**src/radio_signal_pkg.sv**
```systemverilog
// Shared widths and data types for front-end samples, time, GPIO and bus words; import where needed
package radio_signal_pkg;

   ////////////////////////////////////////
   // Widths

   // Each I or Q component is 16 bits
   localparam int IQ_HALF_W      = 16;
   localparam int IQ_W           = 2 * IQ_HALF_W;
   localparam int TIME_W         = 64;
   localparam int WB_DATA_W      = 32;
   localparam int SET_ADDR_W     = 8;
   localparam int RB_W           = 64;

   // Pins per ATR bank unless the top level says otherwise
   localparam int GPIO_DEFAULT_W = 16;

   ////////////////////////////////////////
   // Types

   // I in the upper half, Q in the lower half
   typedef logic [IQ_W-1:0]       iq_word_t;

   // Radio clock ticks
   typedef logic [TIME_W-1:0]     vita_time_t;

   typedef logic [WB_DATA_W-1:0]  wb_data_t;

   // Settings address, also the Wishbone word address
   typedef logic [SET_ADDR_W-1:0] set_addr_t;

   typedef logic [RB_W-1:0]       rb_word_t;

endpackage

```
**src/radio_regs_pkg.sv**
```systemverilog
// Settings address map, readback selector codes and ATR offsets shared by the radio core blocks
package radio_regs_pkg;

   ////////////////////////////////////////
   // Settings addresses

   localparam radio_signal_pkg::set_addr_t SR_LOOPBACK   = 8'd6;
   localparam radio_signal_pkg::set_addr_t SR_TEST       = 8'd21;
   localparam radio_signal_pkg::set_addr_t SR_CODEC_IDLE = 8'd22;
   localparam radio_signal_pkg::set_addr_t SR_READBACK   = 8'd32;

   // Time load registers, bit 0 of ctrl selects load on next pulse
   localparam radio_signal_pkg::set_addr_t SR_TIME_HI    = 8'd128;
   localparam radio_signal_pkg::set_addr_t SR_TIME_LO    = 8'd129;
   localparam radio_signal_pkg::set_addr_t SR_TIME_CTRL  = 8'd130;

   // Bank k sits at SR_ATR_BASE + k * SR_ATR_STRIDE
   localparam int SR_ATR_BASE   = 64;
   localparam int SR_ATR_STRIDE = 8;

   // Offsets inside one bank
   localparam int ATR_IDLE = 0;
   localparam int ATR_RX   = 1;
   localparam int ATR_TX   = 2;
   localparam int ATR_FDX  = 3;
   localparam int ATR_DDR  = 4;

   ////////////////////////////////////////
   // Readback select, codes 5 to 7 read zero

   localparam int RB_SEL_W = 3;

   localparam logic [RB_SEL_W-1:0] RB_TEST     = 3'd0;
   localparam logic [RB_SEL_W-1:0] RB_TIME     = 3'd1;
   localparam logic [RB_SEL_W-1:0] RB_TIME_PPS = 3'd2;
   localparam logic [RB_SEL_W-1:0] RB_FRONTEND = 3'd3;
   localparam logic [RB_SEL_W-1:0] RB_GPIO     = 3'd4;

   // Wishbone read addresses for the two readback halves
   localparam radio_signal_pkg::set_addr_t WB_RB_LO = 8'd0;
   localparam radio_signal_pkg::set_addr_t WB_RB_HI = 8'd1;

endpackage

```
**src/gpio_atr_bank.sv**
```systemverilog
// One ATR GPIO bank: drives pins from the idle, receive, transmit or full-duplex word
module gpio_atr_bank #(
   parameter int GPIO_WIDTH = radio_signal_pkg::GPIO_DEFAULT_W,
   parameter int ATR_BASE   = radio_regs_pkg::SR_ATR_BASE
) (
   input  logic                          i_radio_clk,
   input  logic                          i_radio_rst,
   input  logic                          i_set_stb,
   input  radio_signal_pkg::set_addr_t   i_set_addr,
   input  radio_signal_pkg::wb_data_t    i_set_data,
   input  logic                          i_run_rx,
   input  logic                          i_run_tx,
   input  logic [GPIO_WIDTH-1:0]         i_gpio_in,
   output logic [GPIO_WIDTH-1:0]         o_gpio_out,
   output logic [GPIO_WIDTH-1:0]         o_gpio_ddr,
   output logic [GPIO_WIDTH-1:0]         o_gpio_rb
);
   import radio_signal_pkg::*;
   import radio_regs_pkg::*;

   // This bank's five addresses
   localparam set_addr_t ADDR_IDLE = set_addr_t'(ATR_BASE + ATR_IDLE);
   localparam set_addr_t ADDR_RX   = set_addr_t'(ATR_BASE + ATR_RX);
   localparam set_addr_t ADDR_TX   = set_addr_t'(ATR_BASE + ATR_TX);
   localparam set_addr_t ADDR_FDX  = set_addr_t'(ATR_BASE + ATR_FDX);
   localparam set_addr_t ADDR_DDR  = set_addr_t'(ATR_BASE + ATR_DDR);

   logic [GPIO_WIDTH-1:0] atr_idle;
   logic [GPIO_WIDTH-1:0] atr_rx;
   logic [GPIO_WIDTH-1:0] atr_tx;
   logic [GPIO_WIDTH-1:0] atr_fdx;
   logic [GPIO_WIDTH-1:0] atr_ddr;
   logic [GPIO_WIDTH-1:0] atr_word;

   ////////////////////////////////////////
   // State and direction registers

   // Pins default to outputs so they keep driving through a reset
   always_ff @(posedge i_radio_clk) begin
      if (i_radio_rst) begin
         atr_idle <= '0;
         atr_rx   <= '0;
         atr_tx   <= '0;
         atr_fdx  <= '0;
         atr_ddr  <= '1;
      end else if (i_set_stb) begin
         case (i_set_addr)
            ADDR_IDLE: atr_idle <= i_set_data[GPIO_WIDTH-1:0];
            ADDR_RX:   atr_rx   <= i_set_data[GPIO_WIDTH-1:0];
            ADDR_TX:   atr_tx   <= i_set_data[GPIO_WIDTH-1:0];
            ADDR_FDX:  atr_fdx  <= i_set_data[GPIO_WIDTH-1:0];
            ADDR_DDR:  atr_ddr  <= i_set_data[GPIO_WIDTH-1:0];
            default: ;
         endcase
      end
   end

   ////////////////////////////////////////
   // Output select

   always_comb begin
      case ({i_run_tx, i_run_rx})
         2'b01:   atr_word = atr_rx;
         2'b10:   atr_word = atr_tx;
         2'b11:   atr_word = atr_fdx;
         default: atr_word = atr_idle;
      endcase
   end

   always_ff @(posedge i_radio_clk) begin
      if (i_radio_rst) begin
         o_gpio_out <= '0;
         o_gpio_ddr <= '1;
      end else begin
         o_gpio_out <= atr_word;
         o_gpio_ddr <= atr_ddr;
      end
   end

   // Pin sample for the host
   always_ff @(posedge i_radio_clk) begin
      o_gpio_rb <= i_gpio_in;
   end

endmodule

```
**src/radio_core_top.sv**
```systemverilog
// Radio-clock control plane top: Wishbone settings, timekeeper, front end, ATR banks, readback
module radio_core_top #(
   parameter int NUM_ATR_BANKS = 2,
   parameter int GPIO_WIDTH    = radio_signal_pkg::GPIO_DEFAULT_W
) (
   input  logic                                i_radio_clk,
   input  logic                                i_radio_rst,
   // Wishbone classic slave
   input  logic                                i_wb_cyc,
   input  logic                                i_wb_stb,
   input  logic                                i_wb_we,
   input  radio_signal_pkg::set_addr_t         i_wb_adr,
   input  radio_signal_pkg::wb_data_t          i_wb_dat,
   output radio_signal_pkg::wb_data_t          o_wb_dat,
   output logic                                o_wb_ack,
   // Front end
   input  radio_signal_pkg::iq_word_t          i_rx,
   output radio_signal_pkg::iq_word_t          o_tx,
   output radio_signal_pkg::iq_word_t          o_rx_fe,
   input  radio_signal_pkg::iq_word_t          i_tx_sample,
   input  logic                                i_run_tx,
   input  logic                                i_run_rx,
   input  logic                                i_pps,
   // GPIO, bank 0 in the low slice
   input  logic [NUM_ATR_BANKS*GPIO_WIDTH-1:0] i_gpio_in,
   output logic [NUM_ATR_BANKS*GPIO_WIDTH-1:0] o_gpio_out,
   output logic [NUM_ATR_BANKS*GPIO_WIDTH-1:0] o_gpio_ddr
);
   import radio_signal_pkg::*;
   import radio_regs_pkg::*;

   logic                            set_stb;
   set_addr_t                       set_addr;
   wb_data_t                        set_data;
   rb_word_t                        rb_data;
   vita_time_t                      vita_time;
   vita_time_t                      vita_time_pps;
   wb_data_t                        test_word;
   logic [RB_SEL_W-1:0]             rb_sel;
   logic [NUM_ATR_BANKS*GPIO_WIDTH-1:0] gpio_rb;

   wb_settings_slave u_wb_slave (
      .i_radio_clk (i_radio_clk),  .i_radio_rst (i_radio_rst),
      .i_wb_cyc    (i_wb_cyc),     .i_wb_stb    (i_wb_stb),
      .i_wb_we     (i_wb_we),      .i_wb_adr    (i_wb_adr),
      .i_wb_dat    (i_wb_dat),     .o_wb_dat    (o_wb_dat),
      .o_wb_ack    (o_wb_ack),     .o_set_stb   (set_stb),
      .o_set_addr  (set_addr),     .o_set_data  (set_data),
      .i_rb_data   (rb_data)
   );

   radio_timekeeper u_timekeeper (
      .i_radio_clk (i_radio_clk), .i_radio_rst (i_radio_rst),
      .i_set_stb   (set_stb),     .i_set_addr  (set_addr),     .i_set_data (set_data),
      .i_pps       (i_pps),       .o_vita_time (vita_time),    .o_vita_time_pps (vita_time_pps)
   );

   radio_frontend_ctrl u_frontend (
      .i_radio_clk (i_radio_clk), .i_radio_rst (i_radio_rst),
      .i_set_stb   (set_stb),     .i_set_addr  (set_addr),     .i_set_data (set_data),
      .i_rx        (i_rx),        .i_tx_sample (i_tx_sample),  .i_run_tx   (i_run_tx),
      .o_tx        (o_tx),        .o_rx_fe     (o_rx_fe),
      .o_test_word (test_word),   .o_rb_sel    (rb_sel)
   );

   ////////////////////////////////////////
   // ATR banks, one address window each

   for (genvar k = 0; k < NUM_ATR_BANKS; k++) begin : g_atr_bank
      gpio_atr_bank #(
         .GPIO_WIDTH (GPIO_WIDTH),
         .ATR_BASE   (SR_ATR_BASE + k * SR_ATR_STRIDE)
      ) u_atr (
         .i_radio_clk (i_radio_clk), .i_radio_rst (i_radio_rst),
         .i_set_stb   (set_stb),     .i_set_addr  (set_addr),  .i_set_data (set_data),
         .i_run_rx    (i_run_rx),    .i_run_tx    (i_run_tx),
         .i_gpio_in   (i_gpio_in[k*GPIO_WIDTH +: GPIO_WIDTH]),
         .o_gpio_out  (o_gpio_out[k*GPIO_WIDTH +: GPIO_WIDTH]),
         .o_gpio_ddr  (o_gpio_ddr[k*GPIO_WIDTH +: GPIO_WIDTH]),
         .o_gpio_rb   (gpio_rb[k*GPIO_WIDTH +: GPIO_WIDTH])
      );
   end

   radio_readback_mux #(.NUM_ATR_BANKS(NUM_ATR_BANKS), .GPIO_WIDTH(GPIO_WIDTH)) u_rb_mux (
      .i_rb_sel        (rb_sel),        .i_vita_time (vita_time),
      .i_vita_time_pps (vita_time_pps), .i_test_word (test_word),
      .i_tx            (o_tx),          .i_rx        (i_rx),
      .i_gpio_rb       (gpio_rb),       .o_rb_data   (rb_data)
   );

endmodule

```
**src/radio_frontend_ctrl.sv**
```systemverilog
// Loopback, test, idle and readback-select settings with the registered transmit and receive words
module radio_frontend_ctrl (
   input  logic                                 i_radio_clk,
   input  logic                                 i_radio_rst,
   input  logic                                 i_set_stb,
   input  radio_signal_pkg::set_addr_t          i_set_addr,
   input  radio_signal_pkg::wb_data_t           i_set_data,
   input  radio_signal_pkg::iq_word_t           i_rx,
   input  radio_signal_pkg::iq_word_t           i_tx_sample,
   input  logic                                 i_run_tx,
   output radio_signal_pkg::iq_word_t           o_tx,
   output radio_signal_pkg::iq_word_t           o_rx_fe,
   output radio_signal_pkg::wb_data_t           o_test_word,
   output logic [radio_regs_pkg::RB_SEL_W-1:0]  o_rb_sel
);
   import radio_signal_pkg::*;
   import radio_regs_pkg::*;

   logic     loopback;
   iq_word_t tx_idle;

   ////////////////////////////////////////
   // Settings registers

   always_ff @(posedge i_radio_clk) begin
      if (i_radio_rst) begin
         loopback    <= 1'b0;
         o_test_word <= '0;
         tx_idle     <= '0;
         o_rb_sel    <= RB_TEST;
      end else if (i_set_stb) begin
         case (i_set_addr)
            SR_LOOPBACK:   loopback    <= i_set_data[0];
            SR_TEST:       o_test_word <= i_set_data;
            SR_CODEC_IDLE: tx_idle     <= iq_word_t'(i_set_data);
            SR_READBACK:   o_rb_sel    <= i_set_data[RB_SEL_W-1:0];
            default: ;
         endcase
      end
   end

   ////////////////////////////////////////
   // Front-end words

   // Idle word goes out whenever transmit is not running
   // Loopback takes the transmit word of the previous cycle
   always_ff @(posedge i_radio_clk) begin
      if (i_radio_rst) begin
         o_tx    <= '0;
         o_rx_fe <= '0;
      end else begin
         o_tx    <= i_run_tx ? i_tx_sample : tx_idle;
         o_rx_fe <= loopback ? o_tx : i_rx;
      end
   end

endmodule

```
**src/radio_readback_mux.sv**
```systemverilog
// Combinational selector for the 64-bit readback word the host sees over Wishbone
module radio_readback_mux #(
   parameter int NUM_ATR_BANKS = 2,
   parameter int GPIO_WIDTH    = radio_signal_pkg::GPIO_DEFAULT_W
) (
   input  logic [radio_regs_pkg::RB_SEL_W-1:0]   i_rb_sel,
   input  radio_signal_pkg::vita_time_t          i_vita_time,
   input  radio_signal_pkg::vita_time_t          i_vita_time_pps,
   input  radio_signal_pkg::wb_data_t            i_test_word,
   input  radio_signal_pkg::iq_word_t            i_tx,
   input  radio_signal_pkg::iq_word_t            i_rx,
   input  logic [NUM_ATR_BANKS*GPIO_WIDTH-1:0]   i_gpio_rb,
   output radio_signal_pkg::rb_word_t            o_rb_data
);
   import radio_signal_pkg::*;
   import radio_regs_pkg::*;

   // Bank 0 lands in the low bits, upper bits zero
   always_comb begin
      case (i_rb_sel)
         RB_TEST:     o_rb_data = rb_word_t'(i_test_word);
         RB_TIME:     o_rb_data = i_vita_time;
         RB_TIME_PPS: o_rb_data = i_vita_time_pps;
         // Transmit word high, raw receive input low
         RB_FRONTEND: o_rb_data = {i_tx, i_rx};
         RB_GPIO:     o_rb_data = rb_word_t'(i_gpio_rb);
         default:     o_rb_data = '0;
      endcase
   end

endmodule

```
**src/radio_timekeeper.sv**
```systemverilog
// Free-running 64-bit radio time with pulse-per-second latch and immediate or pulse-aligned load
module radio_timekeeper (
   input  logic                          i_radio_clk,
   input  logic                          i_radio_rst,
   input  logic                          i_set_stb,
   input  radio_signal_pkg::set_addr_t   i_set_addr,
   input  radio_signal_pkg::wb_data_t    i_set_data,
   input  logic                          i_pps,
   output radio_signal_pkg::vita_time_t  o_vita_time,
   output radio_signal_pkg::vita_time_t  o_vita_time_pps
);
   import radio_signal_pkg::*;
   import radio_regs_pkg::*;

   wb_data_t   time_hi;
   wb_data_t   time_lo;
   logic       load_on_pps;
   logic       load_pending;
   logic       lo_write;
   logic       pps_q;
   logic       pps_q_d;
   logic       pps_edge;
   vita_time_t next_time;

   assign lo_write = i_set_stb && (i_set_addr == SR_TIME_LO);

   // Pulse sampled once, edge found against its previous value
   assign pps_edge = pps_q & ~pps_q_d;

   ////////////////////////////////////////
   // Load registers

   always_ff @(posedge i_radio_clk) begin
      if (i_radio_rst) begin
         time_hi      <= '0;
         time_lo      <= '0;
         load_on_pps  <= 1'b0;
         load_pending <= 1'b0;
      end else begin
         if (i_set_stb) begin
            case (i_set_addr)
               SR_TIME_HI:   time_hi     <= i_set_data;
               SR_TIME_LO:   time_lo     <= i_set_data;
               SR_TIME_CTRL: load_on_pps <= i_set_data[0];
               default: ;
            endcase
         end
         // Writing lo arms the pulse load; a write on the edge waits for the next one
         if (lo_write && load_on_pps)
            load_pending <= 1'b1;
         else if (pps_edge)
            load_pending <= 1'b0;
      end
   end

   ////////////////////////////////////////
   // Counter

   always_comb begin
      if (lo_write && !load_on_pps)
         next_time = {time_hi, i_set_data};
      else if (pps_edge && load_pending)
         next_time = {time_hi, time_lo};
      else
         next_time = o_vita_time + 1'b1;
   end

   // The pulse latch keeps the count taken on the edge, loaded value included
   always_ff @(posedge i_radio_clk) begin
      if (i_radio_rst) begin
         pps_q           <= 1'b0;
         pps_q_d         <= 1'b0;
         o_vita_time     <= '0;
         o_vita_time_pps <= '0;
      end else begin
         pps_q       <= i_pps;
         pps_q_d     <= pps_q;
         o_vita_time <= next_time;
         if (pps_edge)
            o_vita_time_pps <= next_time;
      end
   end

endmodule

```
**src/wb_settings_slave.sv**
```systemverilog
// Wishbone classic slave: host writes become settings strobes, host reads return readback halves
module wb_settings_slave (
   input  logic                          i_radio_clk,
   input  logic                          i_radio_rst,
   // Wishbone classic, host is master
   input  logic                          i_wb_cyc,
   input  logic                          i_wb_stb,
   input  logic                          i_wb_we,
   input  radio_signal_pkg::set_addr_t   i_wb_adr,
   input  radio_signal_pkg::wb_data_t    i_wb_dat,
   output radio_signal_pkg::wb_data_t    o_wb_dat,
   output logic                          o_wb_ack,
   // Settings bus
   output logic                          o_set_stb,
   output radio_signal_pkg::set_addr_t   o_set_addr,
   output radio_signal_pkg::wb_data_t    o_set_data,
   // Selected readback word
   input  radio_signal_pkg::rb_word_t    i_rb_data
);
   import radio_signal_pkg::*;
   import radio_regs_pkg::*;

   logic     wb_req;
   wb_data_t rb_hi;

   // New request only while no acknowledge is out, so ack never lasts two cycles
   assign wb_req = i_wb_cyc & i_wb_stb & ~o_wb_ack;

   ////////////////////////////////////////
   // Handshake and write strobe

   always_ff @(posedge i_radio_clk) begin
      if (i_radio_rst) begin
         o_wb_ack  <= 1'b0;
         o_set_stb <= 1'b0;
      end else begin
         o_wb_ack  <= wb_req;
         o_set_stb <= wb_req & i_wb_we;
      end
   end

   always_ff @(posedge i_radio_clk) begin
      if (wb_req) begin
         o_set_addr <= i_wb_adr;
         o_set_data <= i_wb_dat;
      end
   end

   ////////////////////////////////////////
   // Readback

   // Low read grabs both halves at once so a 64-bit time value stays coherent
   always_ff @(posedge i_radio_clk) begin
      if (wb_req && !i_wb_we) begin
         case (i_wb_adr)
            WB_RB_LO: begin
               o_wb_dat <= i_rb_data[WB_DATA_W-1:0];
               rb_hi    <= i_rb_data[RB_W-1:WB_DATA_W];
            end
            WB_RB_HI: begin
               o_wb_dat <= rb_hi;
            end
            default: begin
               o_wb_dat <= '0;
            end
         endcase
      end
   end

endmodule
```
**config.mk**
```make
export PLATFORM = sky130hd
export DESIGN_NAME = radio_core_top
export DESIGN_NICKNAME = d
export VERILOG_FILES = /design/src/radio_signal_pkg.sv /design/src/radio_regs_pkg.sv /design/src/gpio_atr_bank.sv /design/src/radio_core_top.sv /design/src/radio_frontend_ctrl.sv /design/src/radio_readback_mux.sv /design/src/radio_timekeeper.sv /design/src/wb_settings_slave.sv
export SDC_FILE = /design/constraint.sdc
export NUM_CORES = 1
export LEC_CHECK = 0
export BUFFER_PORTS_ARGS = -buffer_cell sky130_fd_sc_hd__buf_2
export CAP_MARGIN = 40
export CELL_PAD_IN_SITES_DETAIL_PLACEMENT = 1
export CELL_PAD_IN_SITES_GLOBAL_PLACEMENT = 2
export CORE_MARGIN = 5
export CORE_UTILIZATION = 30
export DETAILED_ROUTE_END_ITERATION = 10
export PLACE_DENSITY_LB_ADDON = 0.1
export SLEW_MARGIN = 20
export SYNTH_ARGS = -nofsm -noshare
export SYNTH_HDL_FRONTEND = slang
export SYNTH_HIERARCHICAL = 1
export SYNTH_SLANG_ARGS = --single-unit
```
**constraint.sdc**
```tcl
create_clock -name i_radio_clk -period 13.3 [get_ports i_radio_clk]
set_input_delay 0 -clock i_radio_clk [delete_from_list [all_inputs] [get_ports i_radio_clk]]
set_output_delay 0 -clock i_radio_clk [all_outputs]
set_load 0.005 [all_outputs]
```
Word-level counts from Yosys, hierarchy flattened
Index checks and enable logic that the tools add are counted.
{"block": "totals", "ff_bits": 690, "input_bits": 144, "out_inout_bits": 161, "word_cells": 106}
{"block": "classes", "n_addsub": 1, "eq_ne": 25, "n_mux": 10, "bitwise": 6, "reduce_logical": 28}
{"op": "64-bit one-hot mux with 5 select lines", "count": 1}
{"op": "64-bit 2-to-1 mux", "count": 2}
{"op": "16-bit one-hot mux with 3 select lines", "count": 2}
{"op": "8-bit by 7-bit == test with 1-bit output, second input constant", "count": 10}
{"op": "64-bit by 1-bit adder with 64-bit output, second input constant", "count": 1}
{"op": "32-bit 2-to-1 mux", "count": 2}
{"op": "32-bit one-hot mux with 2 select lines", "count": 1}
{"op": "2-bit AND reduction", "count": 18}
{"op": "8-bit == test, second input constant", "count": 3}
{"op": "8-bit by 5-bit == test with 1-bit output, second input constant", "count": 2}
{"op": "8-bit by 1-bit == test with 1-bit output, second input constant", "count": 1}
{"op": "8-bit by 3-bit == test with 1-bit output, second input constant", "count": 1}
{"op": "8-bit by 6-bit == test with 1-bit output, second input constant", "count": 1}
{"op": "8-bit zero test", "count": 1}
{"op": "3-bit by 2-bit == test with 1-bit output, second input constant", "count": 2}
{"op": "1-bit logical AND", "count": 5}
{"op": "1-bit AND", "count": 4}
{"op": "2-bit == test, second input constant", "count": 2}
{"op": "3-bit by 1-bit == test with 1-bit output, second input constant", "count": 1}
{"op": "3-bit == test, second input constant", "count": 1}
{"op": "3-bit zero test", "count": 1}
{"op": "2-bit by 1-bit == test with 1-bit output, second input constant", "count": 1}
{"op": "1-bit zero test", "count": 2}
{"op": "1-bit 2-to-1 mux", "count": 2}
{"op": "other kinds (2)", "count": 3}

Logic depth before layout (Yosys ltp)
{"block": "depth", "ltp_word": 5, "mapped_depth": 9, "depth_no_buf": 7}

By module
The synthesis kept the hierarchy.
{"mod": "radio_timekeeper", "instances": 1, "cells_each": 1142, "area_per_inst_um2": 8907.3, "seq_area_each_um2": 3923.8}
{"mod": "radio_frontend_ctrl", "instances": 1, "cells_each": 480, "area_per_inst_um2": 5127.4, "seq_area_each_um2": 2642.5}
{"mod": "gpio_atr_bank at g_atr_bank[0].u_atr", "instances": 1, "cells_each": 406, "area_per_inst_um2": 4745.8, "seq_area_each_um2": 2562.5}
{"mod": "gpio_atr_bank at g_atr_bank[1].u_atr", "instances": 1, "cells_each": 403, "area_per_inst_um2": 4742.0, "seq_area_each_um2": 2562.5}
{"mod": "wb_settings_slave", "instances": 1, "cells_each": 191, "area_per_inst_um2": 3942.5, "seq_area_each_um2": 3163.0}
{"mod": "radio_readback_mux", "instances": 1, "cells_each": 270, "area_per_inst_um2": 2092.0, "seq_area_each_um2": 0.0}

Worst setup path before layout
Ideal clock, no wire load.
{"block": "synth_timing", "path_type": "input to register", "from": "in i_wb_adr[6]", "to": "reg u_wb_slave.rb_hi[0], enable pin", "setup_ns": 0.501, "t_arrival_ns": 3.815, "t_required_ns": 12.799, "setup_slack_ns": 8.984, "stages": 3, "n_path_buf": 1, "cell_sequence": "or4_4 -> buf_6 -> nor4_1"}
{"block": "synth_via", "elab_chain_cells": 2}
{"item": "start: declaration", "line": "radio_core_top.sv:12", "text": "input radio_signal_pkg::set_addr_t i_wb_adr,"}
{"item": "8-bit zero test", "line": "wb_settings_slave.sv:55", "text": "case (i_wb_adr)"}
{"item": "2-bit AND reduction (no source line)"}
{"item": "end signal: assignment", "line": "wb_settings_slave.sv:58", "text": "rb_hi <= i_rb_data[RB_W-1:WB_DATA_W];"}
{"item": "end: declaration", "line": "wb_settings_slave.sv:24", "text": "wb_data_t rb_hi;"}
No other way between the ends.
A chain may end at the register's enable or synchronous reset.

Worst setup path after layout
{"block": "layout_timing", "from": "reg u_timekeeper.o_vita_time[28]", "to": "reg u_timekeeper.o_vita_time_pps[50]"}
{"block": "layout_via", "elab_chain_cells": 3}
{"item": "start: declaration", "line": "radio_timekeeper.sv:9", "text": "output radio_signal_pkg::vita_time_t o_vita_time,"}
{"item": "start signal: assignment", "line": "radio_timekeeper.sv:78", "text": "o_vita_time <= next_time;"}
{"item": "64-bit by 1-bit adder with 64-bit output", "line": "radio_timekeeper.sv:65", "text": "next_time = o_vita_time + 1'b1;"}
{"item": "64-bit 2-to-1 mux", "line": "radio_timekeeper.sv:62", "text": "else if (pps_edge && load_pending)"}
{"item": "64-bit 2-to-1 mux", "line": "radio_timekeeper.sv:60", "text": "if (lo_write && !load_on_pps)"}
{"item": "end signal: assignment", "line": "radio_timekeeper.sv:80", "text": "o_vita_time_pps <= next_time;"}
{"item": "end: declaration", "line": "radio_timekeeper.sv:10", "text": "output radio_signal_pkg::vita_time_t o_vita_time_pps"}
No other way between the ends.

==> flow_summary.html <==
<table>
<tr><th>Metric</th><th>Value</th></tr>
<tr><th colspan="2">Setup path</th></tr>
<tr><td>Cell chain of the critical path</td><td>nand4_1 &gt; or4_1 &gt; nor4_4 &gt; xor2_1 &gt; o21ai_0 &gt; a21oi_1</td></tr>
<tr><td>Count of buffering cells on the critical path with inverters included</td><td>0</td></tr>
<tr><td>CP endpoint</td><td>u_timekeeper/o_vita_time_pps[50]</td></tr>
<tr><td>Critical register-to-register path endpoint</td><td>u_timekeeper/o_vita_time_pps[50]</td></tr>
<tr><td>Reg-to-Reg Start</td><td>u_timekeeper/o_vita_time[28]</td></tr>
<tr><td>Number of cells on the worst reg-to-reg path</td><td>6</td></tr>
<tr><td>Worst path top cell family by delay</td><td>simple AND/OR/NAND/NOR gates</td></tr>
<tr><td>Critical path arrival</td><td>3.99 ns</td></tr>
<tr><td>Max stage delay cell, worst path</td><td>sky130_fd_sc_hd__dfxtp_1</td></tr>
<tr><td>Category of the critical setup timing path</td><td>reg2reg</td></tr>
<tr><td>Type of destination of the critical path</td><td>flop</td></tr>
<tr><td>Slowest cell delay on critical path</td><td>approximately 0.79 ns</td></tr>
<tr><td>Critical path fanouts, max</td><td>8</td></tr>
<tr><td>Required time worst endpoint</td><td>between 10 and 15 ns</td></tr>
<tr><td>Worst Setup SP</td><td>u_timekeeper/o_vita_time[28]</td></tr>
<tr><td>Reg-to-reg slack, setup</td><td>approximately 10 ns</td></tr>
<tr><td>Element type at the critical path start</td><td>flop</td></tr>
<tr><td>Logic depth of the worst setup path including buffers</td><td>6</td></tr>
<tr><th colspan="2">Floorplanning</th></tr>
<tr><td>Starting density of the core</td><td>a little under a third</td></tr>
<tr><td>Io pins</td><td>around 300</td></tr>
<tr><td>Vertical die dimension</td><td>~320 um</td></tr>
<tr><td>Std cell rows</td><td>115</td></tr>
<tr><td>DIE AREA</td><td>around 100000 sq um</td></tr>
<tr><td>Width of the die</td><td>324 um</td></tr>
<tr><td>Core region area</td><td>98100 sq um</td></tr>
<tr><th colspan="2">Power</th></tr>
<tr><td>Internal power consumption</td><td>around 3.8 mW</td></tr>
<tr><td>Relative contribution of combinational cells to total power</td><td>about 5.1%</td></tr>
<tr><td>Power dissipated by switching net loads</td><td>approximately 1.1 mW</td></tr>
<tr><td>Share of power burned in the clock network</td><td>between 50% and 60%</td></tr>
<tr><td>Flop pwr share</td><td>44.8%</td></tr>
<tr><td>Switching share of power</td><td>a little under a quarter</td></tr>
<tr><td>Total leakage power</td><td>~14 nW</td></tr>
<tr><td>Worst vdd rail ir drop</td><td>roughly 0.083 mV</td></tr>
<tr><td>Power per unit of standard cell area</td><td>131 nW/um^2</td></tr>
<tr><th colspan="2">Global routing</th></tr>
<tr><td>First-pass GRT wire length</td><td>about 180000 um</td></tr>
<tr><td>Number of global-route vias before repair</td><td>~25000</td></tr>
<tr><td>Antenna violations before repair</td><td>13</td></tr>
<tr><td>Global route total overflow</td><td>0</td></tr>
<tr><td>Overall global routing resource usage</td><td>~23%</td></tr>
<tr><td>Largest net degree at the start of global routing</td><td>159</td></tr>
<tr><th colspan="2">CTS</th></tr>
<tr><td>TritonCTS clock tree</td><td>yes</td></tr>
<tr><td>Sink Count</td><td>690</td></tr>
<tr><td>Worst-skew pair later-pin latency</td><td>roughly 0.66 ns</td></tr>
<tr><td>Clock transition at the register clock pins on the worst setup and hold paths after CTS</td><td>0.06 ns</td></tr>
<tr><td>Cts bufs inserted</td><td>84</td></tr>
<tr><td>CTS-repair resized insts</td><td>0</td></tr>
<tr><td>CTS HTree Levels</td><td>3</td></tr>
<tr><td>Buffers inserted by post-CTS timing repair</td><td>0</td></tr>
<tr><td>Worst-case clock buffer depth</td><td>3</td></tr>
<tr><td>Clock root buffer</td><td>sky130_fd_sc_hd__clkbuf_16</td></tr>
<tr><th colspan="2">STA</th></tr>
<tr><td>Max Clock Skew</td><td>0.0253 ns</td></tr>
<tr><td>Setup repair after global routing missed its margin</td><td>false</td></tr>
<tr><td>Final-report hold violation count</td><td>0</td></tr>
<tr><td>Actual transition at the worst max-transition pin</td><td>0.935 ns</td></tr>
<tr><td>Final Cycle Share</td><td>between 20% and 30%</td></tr>
<tr><td>Summed negative setup slack over all endpoints</td><td>0 ns</td></tr>
<tr><td>Setup violation total in the final timing report</td><td>0</td></tr>
<tr><td>Min Clock Period, post-route</td><td>~3.5 ns</td></tr>
<tr><td>Final Max Tran Viols</td><td>0</td></tr>
<tr><td>Worst slew margin relative to its limit</td><td>37.7%</td></tr>
<tr><td>Fmax</td><td>a little under 300 MHz</td></tr>
<tr><th colspan="2">Synth</th></tr>
<tr><td>Mapped Cells</td><td>2892</td></tr>
<tr><td>Post-synthesis sequential area ratio</td><td>between 50% and 60%</td></tr>
<tr><td>Synthesized netlist net count</td><td>3037</td></tr>
<tr><td>Synth cell types</td><td>74</td></tr>
<tr><td>EDFF count, synth</td><td>approximately 100</td></tr>
<tr><td>Top FF cell, synth</td><td>sky130_fd_sc_hd__dfxtp_1</td></tr>
<tr><td>Count leader, synth</td><td>sky130_fd_sc_hd__dfxtp_1</td></tr>
<tr><td>Cell taking the most area after synthesis</td><td>sky130_fd_sc_hd__dfxtp_1</td></tr>
<tr><td>Fraction of post-synthesis cell area in the top cell type by area</td><td>approximately 40%</td></tr>
<tr><td>Synth Cell Area</td><td>29600 sq um</td></tr>
<tr><td>Number of synthesized register bits</td><td>about 700</td></tr>
<tr><td>Cell types occupying the most area after synthesis</td><td>sky130_fd_sc_hd__dfxtp_1 40%, sky130_fd_sc_hd__mux2i_1 11%, sky130_fd_sc_hd__edfxtp_1 11%</td></tr>
<tr><td>Synth top cells by count</td><td>586 x sky130_fd_sc_hd__dfxtp_1, 324 x sky130_fd_sc_hd__mux2i_1, 306 x sky130_fd_sc_hd__nor2_1</td></tr>
<tr><td>Share of synthesized flip-flops with an asynchronous set or reset</td><td>0%</td></tr>
<tr><td>YS warnings</td><td>6</td></tr>
<tr><td>Average size of a mapped cell</td><td>around 10 sq um</td></tr>
<tr><th colspan="2">Routing</th></tr>
<tr><td>Number of detailed-route iterations in the first pass</td><td>5</td></tr>
<tr><td>Post-route DRC violation count</td><td>0</td></tr>
<tr><td>Via count</td><td>around 24000</td></tr>
<tr><td>Sum of routed wire length over all layers</td><td>between 100000 and 150000 um</td></tr>
<tr><td>Number of nets with antenna violations after detailed routing</td><td>0</td></tr>
<tr><td>DRT iter0 DRCs</td><td>between 1500 and 2000</td></tr>
<tr><td>Number of vias per cell after detailed routing</td><td>around 5</td></tr>
<tr><td>Per-cell routed wire length</td><td>26.6 um</td></tr>
<tr><th colspan="2">Run</th></tr>
<tr><td>Max Cap Violations</td><td>0</td></tr>
<tr><th colspan="2">Layout</th></tr>
<tr><td>Synthesis-to-layout area growth</td><td>26.4%</td></tr>
<tr><td>Count of non-filler cells in the finished layout</td><td>between 4000 and 5000</td></tr>
<tr><td>Share of final-layout standard cells stronger than drive strength 1</td><td>between 20% and 30%</td></tr>
<tr><td>NumNets Final</td><td>around 3500</td></tr>
<tr><th colspan="2">Placed design</th></tr>
<tr><td>Placed cell count</td><td>4326</td></tr>
<tr><td>Number of buffers added on ports</td><td>about 300</td></tr>
<tr><td>Half-perimeter wire length after placement</td><td>between 80000 and 90000 um</td></tr>
<tr><td>Weighted congestion reported at the end of routability-driven placement</td><td>approximately 0.84</td></tr>
<tr><th colspan="2">Worst hold path</th></tr>
<tr><td>Classification of the worst-slack hold path</td><td>in2reg</td></tr>
<tr><th colspan="2">Status</th></tr>
<tr><td>Run status</td><td>complete, no violations</td></tr>
</table>
## stage by stage
step                hold WS [ns]  total power [mW]  instance area, sq um  utilization [%]  setup WS [ns]
floorplan                 0.0277              2.32                 29600                -           8.98
global placement           0.106              2.44                 32000             32.7           9.51
detailed placement         0.105              2.45                 32400             33.0           9.71
CTS                     0.000466              4.97                 37300             38.0           9.80
global route              0.0128              5.08                 37400             38.1           9.69
finish                    0.0344              4.91                 37400             38.1           9.83
## area by class of cell
class	instances	area (sq um)
clock buffer	123	2510
clock inverter	34	480
timing repair buffer	556	4160
inverter	44	165
sequential	690	14900
tap	1287	1610
multi-input combinational	1940	13600
fill	10800	60800
antenna	3	7.51
## kinds of logic after synthesis
| family | count (synthesis) | share of synthesized area, % |
|---|---|---|
| XOR/XNOR | 44 | 1.30 |
| AND/OR/NAND/NOR | 1087 | 19.6 |
| buffers and inverters | 262 | 4.22 |
| AO/OA/AOI/OAI | 387 | 8.47 |
| adder cells (fa/ha/maj) | 1 | 0.0423 |
| multiplexers | 421 | 16.1 |
| flip-flops | 690 | 50.3 |
## what timing repair did
action                                  in CTS  in global routing
hold buffers                               187                  1
hold endpoints to repair                   230                  1
endpoints found under the setup margin       0                  0
## routing by layer
metal	GRT usage (%)	part of all wire, %	up-vias
met5	0	0.013	-
met4	7.92	3.2	2
met3	4.45	5.7	164
met2	35.7	44	669
met1	32.5	47	12100
li1	-	-	11100
## worst reg2reg max path, cell delays in order, from the launching register on
cell and delay, ns:
sky130_fd_sc_hd__dfxtp_1 0.79, sky130_fd_sc_hd__nand4_1 0.35, sky130_fd_sc_hd__or4_1 0.70, sky130_fd_sc_hd__nor4_4 0.65, sky130_fd_sc_hd__xor2_1 0.18, sky130_fd_sc_hd__o21ai_0 0.54
sky130_fd_sc_hd__a21oi_1 0.14
## how the worst min path moves through the flow
stage / from / end / slack [ns] / cells after the start
after CTS: i_wb_dat[27] / u_wb_slave/o_set_data[27] / 0.0005 / 2
after global routing: i_gpio_in[30] / g_atr_bank[1].u_atr/o_gpio_rb[14] / 0.01 / 2
after global placement: i_gpio_in[27] / g_atr_bank[1].u_atr/o_gpio_rb[11] / 0.11 / 1
after floorplan: i_gpio_in[0] / g_atr_bank[0].u_atr/o_gpio_rb[0] / 0.03 / 0
final: i_gpio_in[30] / g_atr_bank[1].u_atr/o_gpio_rb[14] / 0.03 / 2
after detailed placement: i_gpio_in[23] / g_atr_bank[1].u_atr/o_gpio_rb[7] / 0.10 / 1
## placed cells by master, fill, tap and decap left out, drive strengths merged, types with 37 or more instances in the layout
cell type	n
dlygate4sd3	188
buf	368
a22oi	65
nor3	79
o21ai	61
nand3	47
nor2b	39
mux2i	324
edfxtp	104
clkbuf	123
nand4	37
dfxtp	586
nor2	306
inv	46
a21oi	120
nand2	198
a211oi	44
mux2	65
nand2b	261
## sequential cells by signal, indices dropped and copies added (netlist names), 3 cells and up
name	count
u_wb_slave/o_set_addr	8
g_atr_bank.u_atr/o_gpio_out	32
u_wb_slave/o_set_data	32
u_frontend/o_tx	32
g_atr_bank.u_atr/atr_fdx	32
g_atr_bank.u_atr/atr_rx	32
u_frontend/o_rb_sel	3
u_wb_slave/rb_hi	32
u_timekeeper/time_lo	32
u_frontend/o_test_word	32
u_frontend/o_rx_fe	32
g_atr_bank.u_atr/atr_idle	32
g_atr_bank.u_atr/o_gpio_ddr	32
u_wb_slave/o_wb_dat	32
u_timekeeper/o_vita_time	64
g_atr_bank.u_atr/atr_ddr	32
u_timekeeper/time_hi	32
g_atr_bank.u_atr/atr_tx	32
g_atr_bank.u_atr/o_gpio_rb	32
u_frontend/tx_idle	32
u_timekeeper/o_vita_time_pps	64
## power by group through the flow
stage	logic (mW)	clock network [mW]	registers (mW)
2_1_floorplan	0.112	0	2.21
3_3_place_gp	0.189	0	2.25
3_5_place_dp	0.205	0	2.24
4_1_cts	0.249	2.52	2.20
5_1_grt	0.271	2.61	2.20
6_report	0.252	2.46	2.20
(Power assumes the default switching activity.)
